**src/rtl/ctrl_pkg.sv**
```systemverilog
package ctrl_pkg;

        localparam int alu_op_w = 4;            // ALU operation select

        // Second ALU operand
        localparam logic [1:0] alu_src_reg  = 2'b00;   // Register rt
        localparam logic [1:0] alu_src_imm  = 2'b01;   // Extended immediate
        localparam logic [1:0] alu_src_slbi = 2'b10;   // Immediate for shift-and-load
        localparam logic [1:0] alu_src_zero = 2'b11;   // Constant zero for branch compare

        // Immediate length before extension
        localparam logic [1:0] imm_5  = 2'b00;
        localparam logic [1:0] imm_8  = 2'b01;
        localparam logic [1:0] imm_11 = 2'b10;

        // Destination register field
        localparam logic [1:0] dst_rd_i = 2'b00;       // rd of I-format
        localparam logic [1:0] dst_rd_r = 2'b01;       // rd of R-format
        localparam logic [1:0] dst_rs   = 2'b10;
        localparam logic [1:0] dst_r7   = 2'b11;       // Link register

        // Writeback result source
        localparam logic [1:0] res_alu  = 2'b00;
        localparam logic [1:0] res_link = 2'b01;       // PC plus two
        localparam logic [1:0] res_set  = 2'b10;       // Compare flag
        localparam logic [1:0] res_slbi = 2'b11;

        // Set compare kind
        localparam logic [1:0] set_none = 2'b00;
        localparam logic [1:0] set_le   = 2'b01;
        localparam logic [1:0] set_lt   = 2'b10;
        localparam logic [1:0] set_eq   = 2'b11;

        // Branch condition
        localparam logic [2:0] br_eqz  = 3'b000;
        localparam logic [2:0] br_nez  = 3'b001;
        localparam logic [2:0] br_ltz  = 3'b010;
        localparam logic [2:0] br_gez  = 3'b011;
        localparam logic [2:0] br_jump = 3'b100;       // Unconditional
        localparam logic [2:0] br_none = 3'b111;

        // Next PC source
        localparam logic [1:0] pc_reg  = 2'b00;        // Register plus offset
        localparam logic [1:0] pc_next = 2'b01;
        localparam logic [1:0] pc_hold = 2'b10;

        typedef struct packed {
                logic [alu_op_w-1:0] alu_op;
                logic                inv_a;
                logic                inv_b;
                logic                alu_cin;
                logic                sign;       // Signed overflow rules
                logic [1:0]          alu_src;
                logic                sign_ext;
                logic [1:0]          imm_sel;
        } exec_ctrl_t;

        typedef struct packed {
                logic [1:0] reg_dst;
                logic       wr_en;
                logic [1:0] res_sel;
                logic [1:0] set_op;
                logic       mem_wr;
                logic       mem_en;
                logic       mem_to_reg;         // Load data instead of result
        } wb_ctrl_t;

        typedef struct packed {
                logic [2:0] branch_type;
                logic [1:0] pc_sel;
                logic       halt;
        } flow_ctrl_t;

        typedef struct packed {
                exec_ctrl_t exec;
                wb_ctrl_t   wb;
                flow_ctrl_t flow;
        } ctrl_t;

        localparam ctrl_t ctrl_nop = '{
                exec: '{alu_op: '0, inv_a: 1'b0, inv_b: 1'b0, alu_cin: 1'b0, sign: 1'b0,
                        alu_src: alu_src_reg, sign_ext: 1'b0, imm_sel: imm_5},
                wb:   '{reg_dst: dst_rd_i, wr_en: 1'b0, res_sel: res_alu, set_op: set_none,
                        mem_wr: 1'b0, mem_en: 1'b0, mem_to_reg: 1'b0},
                flow: '{branch_type: br_none, pc_sel: pc_next, halt: 1'b0}
        };

endpackage

```
**src/rtl/isa_pkg.sv**
```systemverilog
package isa_pkg;

        localparam int instr_w  = 16;           // Full instruction word
        localparam int opcode_w = 5;            // Major opcode in the top bits
        localparam int funct_w  = 2;            // R-format function field
        localparam int reg_w    = 3;            // Eight registers
        localparam int imm_w    = instr_w - opcode_w - 2 * reg_w;  // Short immediate of 5 bits

        // Major opcodes
        localparam logic [opcode_w-1:0] op_halt    = 5'b00000;
        localparam logic [opcode_w-1:0] op_nop     = 5'b00001;
        localparam logic [opcode_w-1:0] op_j       = 5'b00100;
        localparam logic [opcode_w-1:0] op_jr      = 5'b00101;
        localparam logic [opcode_w-1:0] op_jal     = 5'b00110;
        localparam logic [opcode_w-1:0] op_jalr    = 5'b00111;
        localparam logic [opcode_w-1:0] op_addi    = 5'b01000;
        localparam logic [opcode_w-1:0] op_subi    = 5'b01001;
        localparam logic [opcode_w-1:0] op_xori    = 5'b01010;
        localparam logic [opcode_w-1:0] op_andni   = 5'b01011;
        localparam logic [opcode_w-1:0] op_beqz    = 5'b01100;
        localparam logic [opcode_w-1:0] op_bnez    = 5'b01101;
        localparam logic [opcode_w-1:0] op_bltz    = 5'b01110;
        localparam logic [opcode_w-1:0] op_bgez    = 5'b01111;
        localparam logic [opcode_w-1:0] op_st      = 5'b10000;
        localparam logic [opcode_w-1:0] op_ld      = 5'b10001;
        localparam logic [opcode_w-1:0] op_slbi    = 5'b10010;
        localparam logic [opcode_w-1:0] op_stu     = 5'b10011;
        localparam logic [opcode_w-1:0] op_roli    = 5'b10100;
        localparam logic [opcode_w-1:0] op_slli    = 5'b10101;
        localparam logic [opcode_w-1:0] op_rori    = 5'b10110;
        localparam logic [opcode_w-1:0] op_srli    = 5'b10111;
        localparam logic [opcode_w-1:0] op_lbi     = 5'b11000;
        localparam logic [opcode_w-1:0] op_btr     = 5'b11001;
        localparam logic [opcode_w-1:0] op_shift_r = 5'b11010;  // ROL SLL ROR SRL by funct
        localparam logic [opcode_w-1:0] op_alu_r   = 5'b11011;  // ADD SUB XOR ANDN by funct
        localparam logic [opcode_w-1:0] op_seq     = 5'b11100;
        localparam logic [opcode_w-1:0] op_slt     = 5'b11101;
        localparam logic [opcode_w-1:0] op_sle     = 5'b11110;
        localparam logic [opcode_w-1:0] op_sco     = 5'b11111;

        typedef struct packed {
                logic [opcode_w-1:0] opcode;
                logic [reg_w-1:0]    rs;         // First source
                logic [reg_w-1:0]    rt;         // Second source
                logic [reg_w-1:0]    rd;         // Destination
                logic [funct_w-1:0]  funct;      // Sub-operation
        } r_fmt_t;

        typedef struct packed {
                logic [opcode_w-1:0] opcode;
                logic [reg_w-1:0]    rs;
                logic [reg_w-1:0]    rd;         // Sits where rt is in R-format
                logic [imm_w-1:0]    imm;
        } i_fmt_t;

        typedef union packed {
                r_fmt_t r_fmt;
                i_fmt_t i_fmt;
        } instr_t;

endpackage
```
**src/rtl/decode_stage.sv**
```systemverilog
module decode_stage
        import isa_pkg::*, ctrl_pkg::*;
(
        input  logic   clk,
        input  logic   rst,
        input  logic   instr_valid,
        input  instr_t instr,
        output logic   ctrl_valid,
        output ctrl_t  ctrl
);

        exec_ctrl_t exec_next;
        wb_ctrl_t   wb_next;
        flow_ctrl_t flow_next;
        ctrl_t      ctrl_next;

        exec_decode u_exec_decode (
                .instr (instr),
                .exec  (exec_next)                  // ALU and immediate
        );

        wb_decode u_wb_decode (
                .instr (instr),
                .wb    (wb_next)                    // Register file and memory
        );

        flow_decode u_flow_decode (
                .instr (instr),
                .flow  (flow_next)                  // Branch, PC, halt
        );

        assign ctrl_next = '{exec: exec_next, wb: wb_next, flow: flow_next};

        // Decode to execute boundary
        always_ff @(posedge clk) begin
                if (rst) begin
                        ctrl_valid <= 1'b0;
                        ctrl       <= ctrl_nop;      // Safe bundle out of reset
                end else begin
                        ctrl_valid <= instr_valid;   // One cycle behind the input
                        if (instr_valid) begin
                                ctrl <= ctrl_next;
                        end                          // Hold last bundle on a gap
                end
        end

endmodule

```
**src/rtl/flow_decode.sv**
```systemverilog
module flow_decode
        import isa_pkg::*, ctrl_pkg::*;
(
        input  instr_t     instr,
        output flow_ctrl_t flow
);

        logic [opcode_w-1:0] op;

        assign op = instr.i_fmt.opcode;

        always_comb begin
                flow = ctrl_nop.flow;               // Fall through to next PC
                case (op)
                        op_halt: begin
                                flow.branch_type = br_eqz;         // Halt shares the BEQZ code
                                flow.pc_sel      = pc_hold;        // PC frozen on halt
                                flow.halt        = 1'b1;
                        end
                        op_beqz: flow.branch_type = br_eqz;
                        op_bnez: flow.branch_type = br_nez;
                        op_bltz: flow.branch_type = br_ltz;
                        op_bgez: flow.branch_type = br_gez;
                        op_j, op_jal: flow.branch_type = br_jump;  // PC plus displacement
                        op_jr, op_jalr: begin
                                flow.branch_type = br_jump;
                                flow.pc_sel      = pc_reg;         // Target from ALU result
                        end
                        default: ;                                 // NOP, 00010 and 00011
                endcase
        end

endmodule

```
**src/rtl/wb_decode.sv**
```systemverilog
module wb_decode
        import isa_pkg::*, ctrl_pkg::*;
(
        input  instr_t   instr,
        output wb_ctrl_t wb
);

        logic [opcode_w-1:0] op;

        assign op = instr.i_fmt.opcode;             // Same bits in both formats

        always_comb begin
                wb         = '0;                    // No write, no memory access
                wb.reg_dst = dst_rd_i;
                wb.res_sel = res_alu;
                wb.set_op  = set_none;

                // Register write by opcode group
                case (op[opcode_w-1 -: 2])
                        2'b01:   wb.wr_en = ~op[2];                // 010xx ALU imm, 011xx branch
                        2'b10:   wb.wr_en = (op != op_st);         // Stores write nothing back
                        2'b11:   wb.wr_en = 1'b1;                  // R-format, set, LBI, BTR
                        default: wb.wr_en = (op == op_jal) || (op == op_jalr);
                endcase

                case (op)
                        op_btr, op_alu_r, op_shift_r: wb.reg_dst = dst_rd_r;
                        op_seq: begin
                                wb.reg_dst = dst_rd_r;
                                wb.res_sel = res_set;
                                wb.set_op  = set_eq;
                        end
                        op_slt: begin
                                wb.reg_dst = dst_rd_r;
                                wb.res_sel = res_set;
                                wb.set_op  = set_lt;
                        end
                        op_sle: begin
                                wb.reg_dst = dst_rd_r;
                                wb.res_sel = res_set;
                                wb.set_op  = set_le;
                        end
                        op_sco: begin
                                wb.reg_dst = dst_rd_r;
                                wb.res_sel = res_set;              // Flag taken from carry out
                        end
                        op_st: begin
                                wb.mem_wr = 1'b1;
                                wb.mem_en = 1'b1;
                        end
                        op_ld: begin
                                wb.mem_en     = 1'b1;
                                wb.mem_to_reg = 1'b1;
                        end
                        op_stu: begin
                                wb.reg_dst = dst_rs;               // Base register updated
                                wb.mem_wr  = 1'b1;
                                wb.mem_en  = 1'b1;
                        end
                        op_lbi:  wb.reg_dst = dst_rs;
                        op_slbi: begin
                                wb.reg_dst = dst_rs;
                                wb.res_sel = res_slbi;
                        end
                        op_jal, op_jalr: begin
                                wb.reg_dst = dst_r7;               // Return address into r7
                                wb.res_sel = res_link;
                        end
                        default: ;
                endcase
        end

endmodule

```
**src/rtl/exec_decode.sv**
```systemverilog
module exec_decode
        import isa_pkg::*, ctrl_pkg::*;
(
        input  instr_t     instr,
        output exec_ctrl_t exec
);

        logic [opcode_w-1:0] op;
        logic [funct_w-1:0]  funct;

        assign op    = instr.r_fmt.opcode;
        assign funct = instr.r_fmt.funct;          // Only meaningful for R groups

        always_comb begin
                exec         = '0;                 // Plain add, no inversion
                exec.alu_src = alu_src_reg;
                exec.imm_sel = imm_5;
                case (op)
                        op_addi: begin
                                exec.alu_src  = alu_src_imm;
                                exec.sign     = 1'b1;
                                exec.sign_ext = 1'b1;
                        end
                        op_subi: begin
                                exec.inv_a    = 1'b1;        // imm minus rs
                                exec.alu_src  = alu_src_imm;
                                exec.sign     = 1'b1;
                                exec.sign_ext = 1'b1;
                        end
                        op_xori: begin
                                exec.alu_op  = {2'b00, op[1:0]};   // 0010
                                exec.alu_src = alu_src_imm;        // Zero extended
                        end
                        op_andni: begin
                                exec.alu_op  = {2'b00, op[1:0]};   // 0011
                                exec.inv_b   = 1'b1;               // AND with ~imm
                                exec.alu_src = alu_src_imm;
                        end
                        op_roli, op_slli, op_rori, op_srli: begin
                                exec.alu_op  = {2'b01, op[1:0]};   // Low bits pick the shift
                                exec.alu_src = alu_src_imm;
                        end
                        op_st, op_ld, op_stu: begin
                                exec.alu_src  = alu_src_imm;       // Address rs plus offset
                                exec.sign     = 1'b1;
                                exec.sign_ext = 1'b1;
                        end
                        op_btr: exec.alu_op = 4'b1000;             // Bit reverse of rs
                        op_lbi: begin
                                exec.alu_op   = 4'b1001;           // Pass operand B
                                exec.alu_src  = alu_src_imm;
                                exec.sign_ext = 1'b1;
                                exec.imm_sel  = imm_8;
                        end
                        op_slbi: begin
                                exec.alu_op  = 4'b0101;            // rs shifted left by 8
                                exec.alu_src = alu_src_slbi;
                                exec.imm_sel = imm_8;
                        end
                        op_alu_r: begin
                                exec.alu_op  = {2'b00, funct};
                                exec.inv_a   = (funct == 2'b01);   // SUB is rt minus rs
                                exec.alu_cin = (funct == 2'b01);
                                exec.inv_b   = (funct == 2'b11);   // ANDN
                                exec.sign    = 1'b1;
                        end
                        op_shift_r: exec.alu_op = {2'b01, funct};
                        op_seq: begin
                                exec.sign     = 1'b1;
                                exec.sign_ext = 1'b1;
                        end
                        op_slt, op_sle: begin
                                exec.inv_b    = 1'b1;              // rs minus rt for compare
                                exec.alu_cin  = 1'b1;
                                exec.sign     = 1'b1;
                                exec.sign_ext = 1'b1;
                        end
                        op_sco: exec.sign = 1'b1;                  // Carry out of rs plus rt
                        op_beqz, op_bnez, op_bltz, op_bgez: begin
                                exec.inv_b    = (op == op_bltz) || (op == op_bgez);
                                exec.alu_cin  = (op == op_bltz) || (op == op_bgez);
                                exec.sign     = (op == op_bltz);
                                exec.alu_src  = alu_src_zero;      // Compare rs against 0
                                exec.sign_ext = 1'b1;
                                exec.imm_sel  = imm_8;
                        end
                        op_j, op_jal: begin
                                exec.sign_ext = 1'b1;
                                exec.imm_sel  = imm_11;            // PC relative displacement
                        end
                        op_jr, op_jalr: begin
                                exec.alu_src  = alu_src_imm;       // Target rs plus imm
                                exec.sign_ext = 1'b1;
                                exec.imm_sel  = imm_8;
                        end
                        default: ;                                 // HALT, NOP, reserved codes
                endcase
        end

endmodule

```
**config.mk**
```make
export PLATFORM = sky130hd
export DESIGN_NAME = decode_stage
export DESIGN_NICKNAME = d
export VERILOG_FILES = /design/src/rtl/ctrl_pkg.sv /design/src/rtl/isa_pkg.sv /design/src/rtl/decode_stage.sv /design/src/rtl/flow_decode.sv /design/src/rtl/wb_decode.sv /design/src/rtl/exec_decode.sv
export SDC_FILE = /design/constraint.sdc
export NUM_CORES = 1
export LEC_CHECK = 0
export BUFFER_PORTS_ARGS = -buffer_cell sky130_fd_sc_hd__buf_2
export CORE_MARGIN = 3
export CORE_UTILIZATION = 51
export CTS_CLUSTER_SIZE = 40
export DETAILED_ROUTE_END_ITERATION = 10
export PLACE_DENSITY = 0.76
export SETUP_SLACK_MARGIN = 0.5
export SLEW_MARGIN = 20
export SYNTH_ARGS = -nofsm -noshare
export SYNTH_HDL_FRONTEND = slang
export SYNTH_SLANG_ARGS = --single-unit
```
**constraint.sdc**
```tcl
create_clock -name clk -period 1.9 [get_ports clk]
set_clock_uncertainty 0.15 [all_clocks]
set_input_delay 0.475 -clock clk [delete_from_list [all_inputs] [get_ports clk]]
set_output_delay 0.475 -clock clk [all_outputs]
set_load 0.05 [all_outputs]
```
Yosys cells after proc, flatten, opt, wreduce, memory -nomap -nowiden:

Cells that the tools add are included.

* $add $sub $neg: 0
* $mul: 0
* divide/modulo/power cells: 0
* order comparisons: 0
* equality and inequality tests: 34
* shift operators: 0
* mux-type cells: 18
* bitwise gates (word level): 1
* reduce and logical (&&, ||, !) cells: 22

Operator list (number)
* 5-bit equality test, second input constant: 16
* 5-bit by 4-bit equality test with 1-bit output, second input constant: 8
* 4-bit one-hot mux with 7 select lines: 1
* 2-bit one-hot mux with 3 select lines: 4
* 5-bit by 3-bit equality test with 1-bit output, second input constant: 4
* 17-bit OR reduction: 1
* 4-bit OR reduction: 4
* 3-bit one-hot mux with 5 select lines: 1
* 14-bit OR reduction: 1
* 2-bit OR reduction: 7
* 10-bit OR reduction: 1
* 1-bit one-hot mux with 3 select lines: 3
* 3-bit OR reduction: 3
* 2-bit one-hot mux with 2 select lines: 2
* 8-bit OR reduction: 1
* 7-bit OR reduction: 1
* 2-bit equality test, second input constant: 3
* 5-bit zero test: 1
* 1-bit two-way mux: 5
* 5-bit != test, second input constant: 1
* 2-bit by 1-bit equality test with 1-bit output, second input constant: 2
* 1-bit one-hot mux with 2 select lines: 2
* 1-bit logical OR: 2
* 1-bit inverter: 1

* register bits after elaboration: 30
* latch bits: 0
* RAM bits: 0
* ROM bits: 0
* word-level logic and storage cells: 94
* memories kept: 0

Longest topological paths before layout:

* word-level depth: 3
* mapped depth: 6
* depth with buffers taken out: 4

Hierarchy:

A second synthesis with hierarchy kept.

* cell total of the unflattened synthesis: 197
* area, all modules: 1729.2 µm²

Modules (own cells, without submodules)
* decode_stage: instances 1, cells each 96, area each 1094.8 µm²
* exec_decode: instances 1, cells each 61, area each 399.1 µm²
* wb_decode: instances 1, cells each 27, area each 151.4 µm²
* flow_decode: instances 1, cells each 13, area each 83.8 µm²

Least setup slack after synthesis:

OpenSTA, ideal clock, no wires.

* path kind: input to register
* start: input port instr[13] (netlist bit)
* end: register ctrl[1] (netlist bit)
* data arrival time: 1.361 ns
* path slack: 0.275 ns
* cell stages on the path: 5
* buffers on the path: 1
* path through: buf_2 -> or3_4 -> nor3_2 -> a21oi_1 -> a21bo_1

* word-level cells in the longest chain between the ends: 3
* elaborated cells on any way between the ends: 5
* those cells by class: eq/ne (2); mux (1); reduce/logical (2)

Ends and longest elaborated chain
* from (decl): RTL line decode_stage.sv:7 `input instr_t instr,`
* 5-bit by 3-bit equality test with 1-bit output: RTL line flow_decode.sv:14 `case (op)`
* 2-bit OR reduction: RTL line flow_decode.sv:14
* 2-bit one-hot mux with 2 select lines (*): RTL line flow_decode.sv:14
* to (signal assigned): RTL line decode_stage.sv:38 `ctrl <= ctrl_nop;`
* to (signal assigned): RTL line decode_stage.sv:42 `ctrl <= ctrl_next;`
* to (decl): RTL line decode_stage.sv:9 `output ctrl_t ctrl`

Every way passes the cells marked *; elsewhere a longest branch is shown, timed or not.
A chain may end at the register's enable or synchronous reset.

Worst setup path after layout:

* start: register ctrl[12] (netlist bit)
* end: output port ctrl[12] (netlist bit)

No word-level cell between the ends.

==> impl_metrics.json <==
{
  "outcome": "complete, no violations",
  "grt_pass1_vias": 1681,
  "synth_fp_nets": 220,
  "reg2reg_depth": 4,
  "crit_path_cell_trace": "buf_8",
  "cp_max_fo": 2,
  "dp_hpwl_um": 2856,
  "wl_per_cell_um": 16.15,
  "post-route-period-util": 0.7802,
  "cts_tree": "built",
  "gr-total-overflow": 0,
  "synth-xor-area-share": 0.01087,
  "crit_family": "flip-flops",
  "vias": 1681,
  "cts_root_buf": "clkbuf_4",
  "max-clock-path-buffers": 2,
  "io_pins": 49,
  "drt_wl_total_um": 4764,
  "syn-instance-count": 201,
  "vdd_drop_max_uv": 507.9,
  "period_needed_ns": 1.482,
  "design.die.area_mm2": 0.003870,
  "crit_slowest_cell": "dfxtp_2",
  "tns_ns": 0,
  "antenna_found_initial": 0,
  "hp-class": "reg2reg",
  "start_kind": "register",
  "synth-edff-count": 0,
  "grt_max_degree": 32,
  "ff2ff_setup_slack_ns": 0.80,
  "ys_ff_latch": 30,
  "cts-hold-fix-buffers": 0,
  "cp.arrival_ns": 0.86,
  "yosys_warnings": 0,
  "muxShareOfSynthArea": 0.006211,
  "power.leakage_nw": 0.9535,
  "setup_violations": 0,
  "syn_to_final_growth_pct": 50.62,
  "slew_headroom": 0.6024,
  "slew_viol_final": 0,
  "layout-drive-gt1-share": 0.5059,
  "yosys_most_used_dff": "dfxtp_1",
  "combPwrFrac": 0.283,
  "antenna_cells": 0,
  "drc": 0,
  "clk_pin_slew_ns": 0.10,
  "hold_violations": 0,
  "worst_pin_slew_ns": 0.5964,
  "synth.avg_cell_area_um2": 8.018,
  "dr.pass1.iters": 4,
  "endpoint": "ctrl[12]",
  "num-nets-final": 271,
  "cts_buffers": 5,
  "htree_levels": 2,
  "crit_start": "ctrl[12]",
  "ys_seq_area_frac": 0.3727,
  "clock_sinks": 30,
  "async_reset_ff_frac": 0,
  "switchingPower_uw": 514.0,
  "core_mm2": 0.002877,
  "gr-usage-all-layers": 0.2476,
  "crit_buf_inv": 1,
  "synthAdderAreaFrac": 0,
  "synth-simple-area-share": 0.2616,
  "p_seq_frac": 0.446,
  "hold_ws_ns": 0.3288,
  "crit_path_end_kind": "output port",
  "p_per_area_mw_per_mm2": 630.8,
  "internal-power_mw": 1.017,
  "worst-path-stages": 1,
  "clockPowerShare": 0.270,
  "cap_violations": 0,
  "criticalPathCategory": "reg2out",
  "die_w_um": 62.21,
  "max_freq_ghz": 0.6746,
  "clk_latency_ns": 0.34,
  "rsz0062_at_grt": "yes",
  "rows": 19,
  "synth.distinct_cells": 47,
  "viasPerCell": 5.698,
  "grt_pass1_wl_um": 7734,
  "critical_path.max_stage_delay_ns": 0.37,
  "synth_top_family_by_area": "compound AO/OA/AOI/OAI gates",
  "netlist_area_mm2": 0.001612,
  "required_ns": 1.27,
  "ant_nets": 0,
  "drt_iter0_markers": 123,
  "start_util": 0.5602,
  "synth_compound_area_frac": 0.2702,
  "switching_share": 0.3357,
  "port_buffers": 39,
  "rr_startpoint": "ctrl[27]",
  "die_h_um": 62.21,
  "worstReg2RegEnd": "ctrl[27]",
  "gp_congestion": 0.8721
}
-- cell type report --
class,count,area [µm²]
flip-flops and latches,30,638.1
repair buffers,63,696.9
multi-input cells,147,957.2
clock buffers,6,51.30
well taps,42,52.55
fillers,159,449.2
clock inverters,2,12.51
inverters,5,18.77
-- layer usage --
| layer | vias up | wire length, µm | global-route usage | share of wire |
|---|---|---|---|---|
| met3 | 11 | 284 | 0.07748 | 0.060 |
| li1 | 814 | - | - | - |
| met1 | 790 | 1933 | 0.2935 | 0.41 |
| met5 | - | 0 | 0 | 0 |
| met4 | 0 | 119 | 0.1298 | 0.025 |
| met2 | 66 | 2427 | 0.4005 | 0.51 |
-- through the flow --
stage	area [µm²]	total power, mW	setup WS [ns]	utilization	cells
after CTS	2328	1.503	0.4211	0.8095	292
after global routing	2427	1.602	0.3771	0.8438	295
after detailed placement	1857	1.019	0.1070	0.6455	273
final	2427	1.531	0.4177	0.8438	295
after global placement	1857	1.010	0.1297	0.6455	273
after floorplan	1698	0.9589	0.3148	-	201
-- placed cells by master (no fill, tap or decap), types with 2 or more instances in the layout --
cell type | Yosys | routed
buf_8 | 0 | 30
a21oi_1 | 24 | 21
and2_1 | 3 | 2
nand2b_1 | 8 | 6
buf_2 | 8 | 5
nand3_1 | 4 | 4
buf_4 | 3 | 25
nor2_1 | 23 | 22
nand2_2 | 1 | 3
a22o_1 | 2 | 2
a21oi_2 | 1 | 4
nand4_1 | 3 | 3
dfxtp_2 | 0 | 30
o21bai_1 | 2 | 2
a311oi_1 | 3 | 2
o21ai_1 | 6 | 6
a211oi_2 | 3 | 5
o21ai_0 | 4 | 4
nor2b_1 | 7 | 6
buf_6 | 2 | 3
inv_1 | 4 | 4
nor3_1 | 7 | 7
clkbuf_4 | 0 | 5
nand2b_2 | 1 | 2
a32oi_1 | 3 | 3
nand2_1 | 18 | 16
-- cells by family after synthesis --
family / after synthesis
AND/OR/NAND/NOR: 82
AO/OA/AOI/OAI: 62
flip-flops: 30
buffers and inverters: 24
XOR/XNOR: 2
multiplexers: 1
-- worst min path at each step --
stage | from | to | slack [ns] | cells after the start
final | ctrl[10] | ctrl[10] | 0.33 | 2
after global routing | instr[12] | ctrl[26] | 0.33 | 3
after CTS | ctrl[10] | ctrl[10] | 0.32 | 2
after detailed placement | ctrl[10] | ctrl[10] | 0.30 | 2
after global placement | ctrl[10] | ctrl[10] | 0.29 | 2
after floorplan | ctrl[10] | ctrl[10] | 0.52 | 2
-- Yosys cell counts (3+ instances only) --
master | count | area, µm²
a211oi_1 | 3 | 22.52
a211oi_2 | 3 | 37.54
a21oi_1 | 24 | 120.1
a311oi_1 | 3 | 26.28
a32oi_1 | 3 | 26.28
and2_1 | 3 | 18.77
buf_2 | 8 | 40.04
buf_4 | 3 | 22.52
clkbuf_1 | 5 | 18.77
dfxtp_1 | 30 | 600.6
inv_1 | 4 | 15.01
nand2_1 | 18 | 67.56
nand2b_1 | 8 | 50.05
nand3_1 | 4 | 20.02
nand4_1 | 3 | 18.77
nor2_1 | 23 | 86.33
nor2b_1 | 7 | 43.79
nor3_1 | 7 | 35.03
o21ai_0 | 4 | 20.02
o21ai_1 | 6 | 30.03
-- state kept, by name, summed over array words and instances (netlist names) --
| register | flops |
|---|---|
| ctrl_valid | 1 |
| ctrl | 29 |
-- power by group through the flow --
stage          clock (mW)  combinational, mW  sequential, mW
2_1_floorplan           0              0.185           0.774
3_3_place_gp            0              0.330           0.680
3_5_place_dp            0              0.337           0.682
4_1_cts             0.414              0.408           0.681
5_1_grt             0.457              0.458           0.687
6_report            0.414              0.434           0.684
-- timing repair --
| item | 4_1_cts | 5_1_grt |
|---|---|---|
| setup endpoints to repair | 35 | 38 |
| hold endpoints to repair | 0 | 0 |
| resized for setup | 118 | 20 |
| pin swaps | 3 | 1 |
| buffers inserted | 11 | 3 |
(Power assumes the default switching activity.)
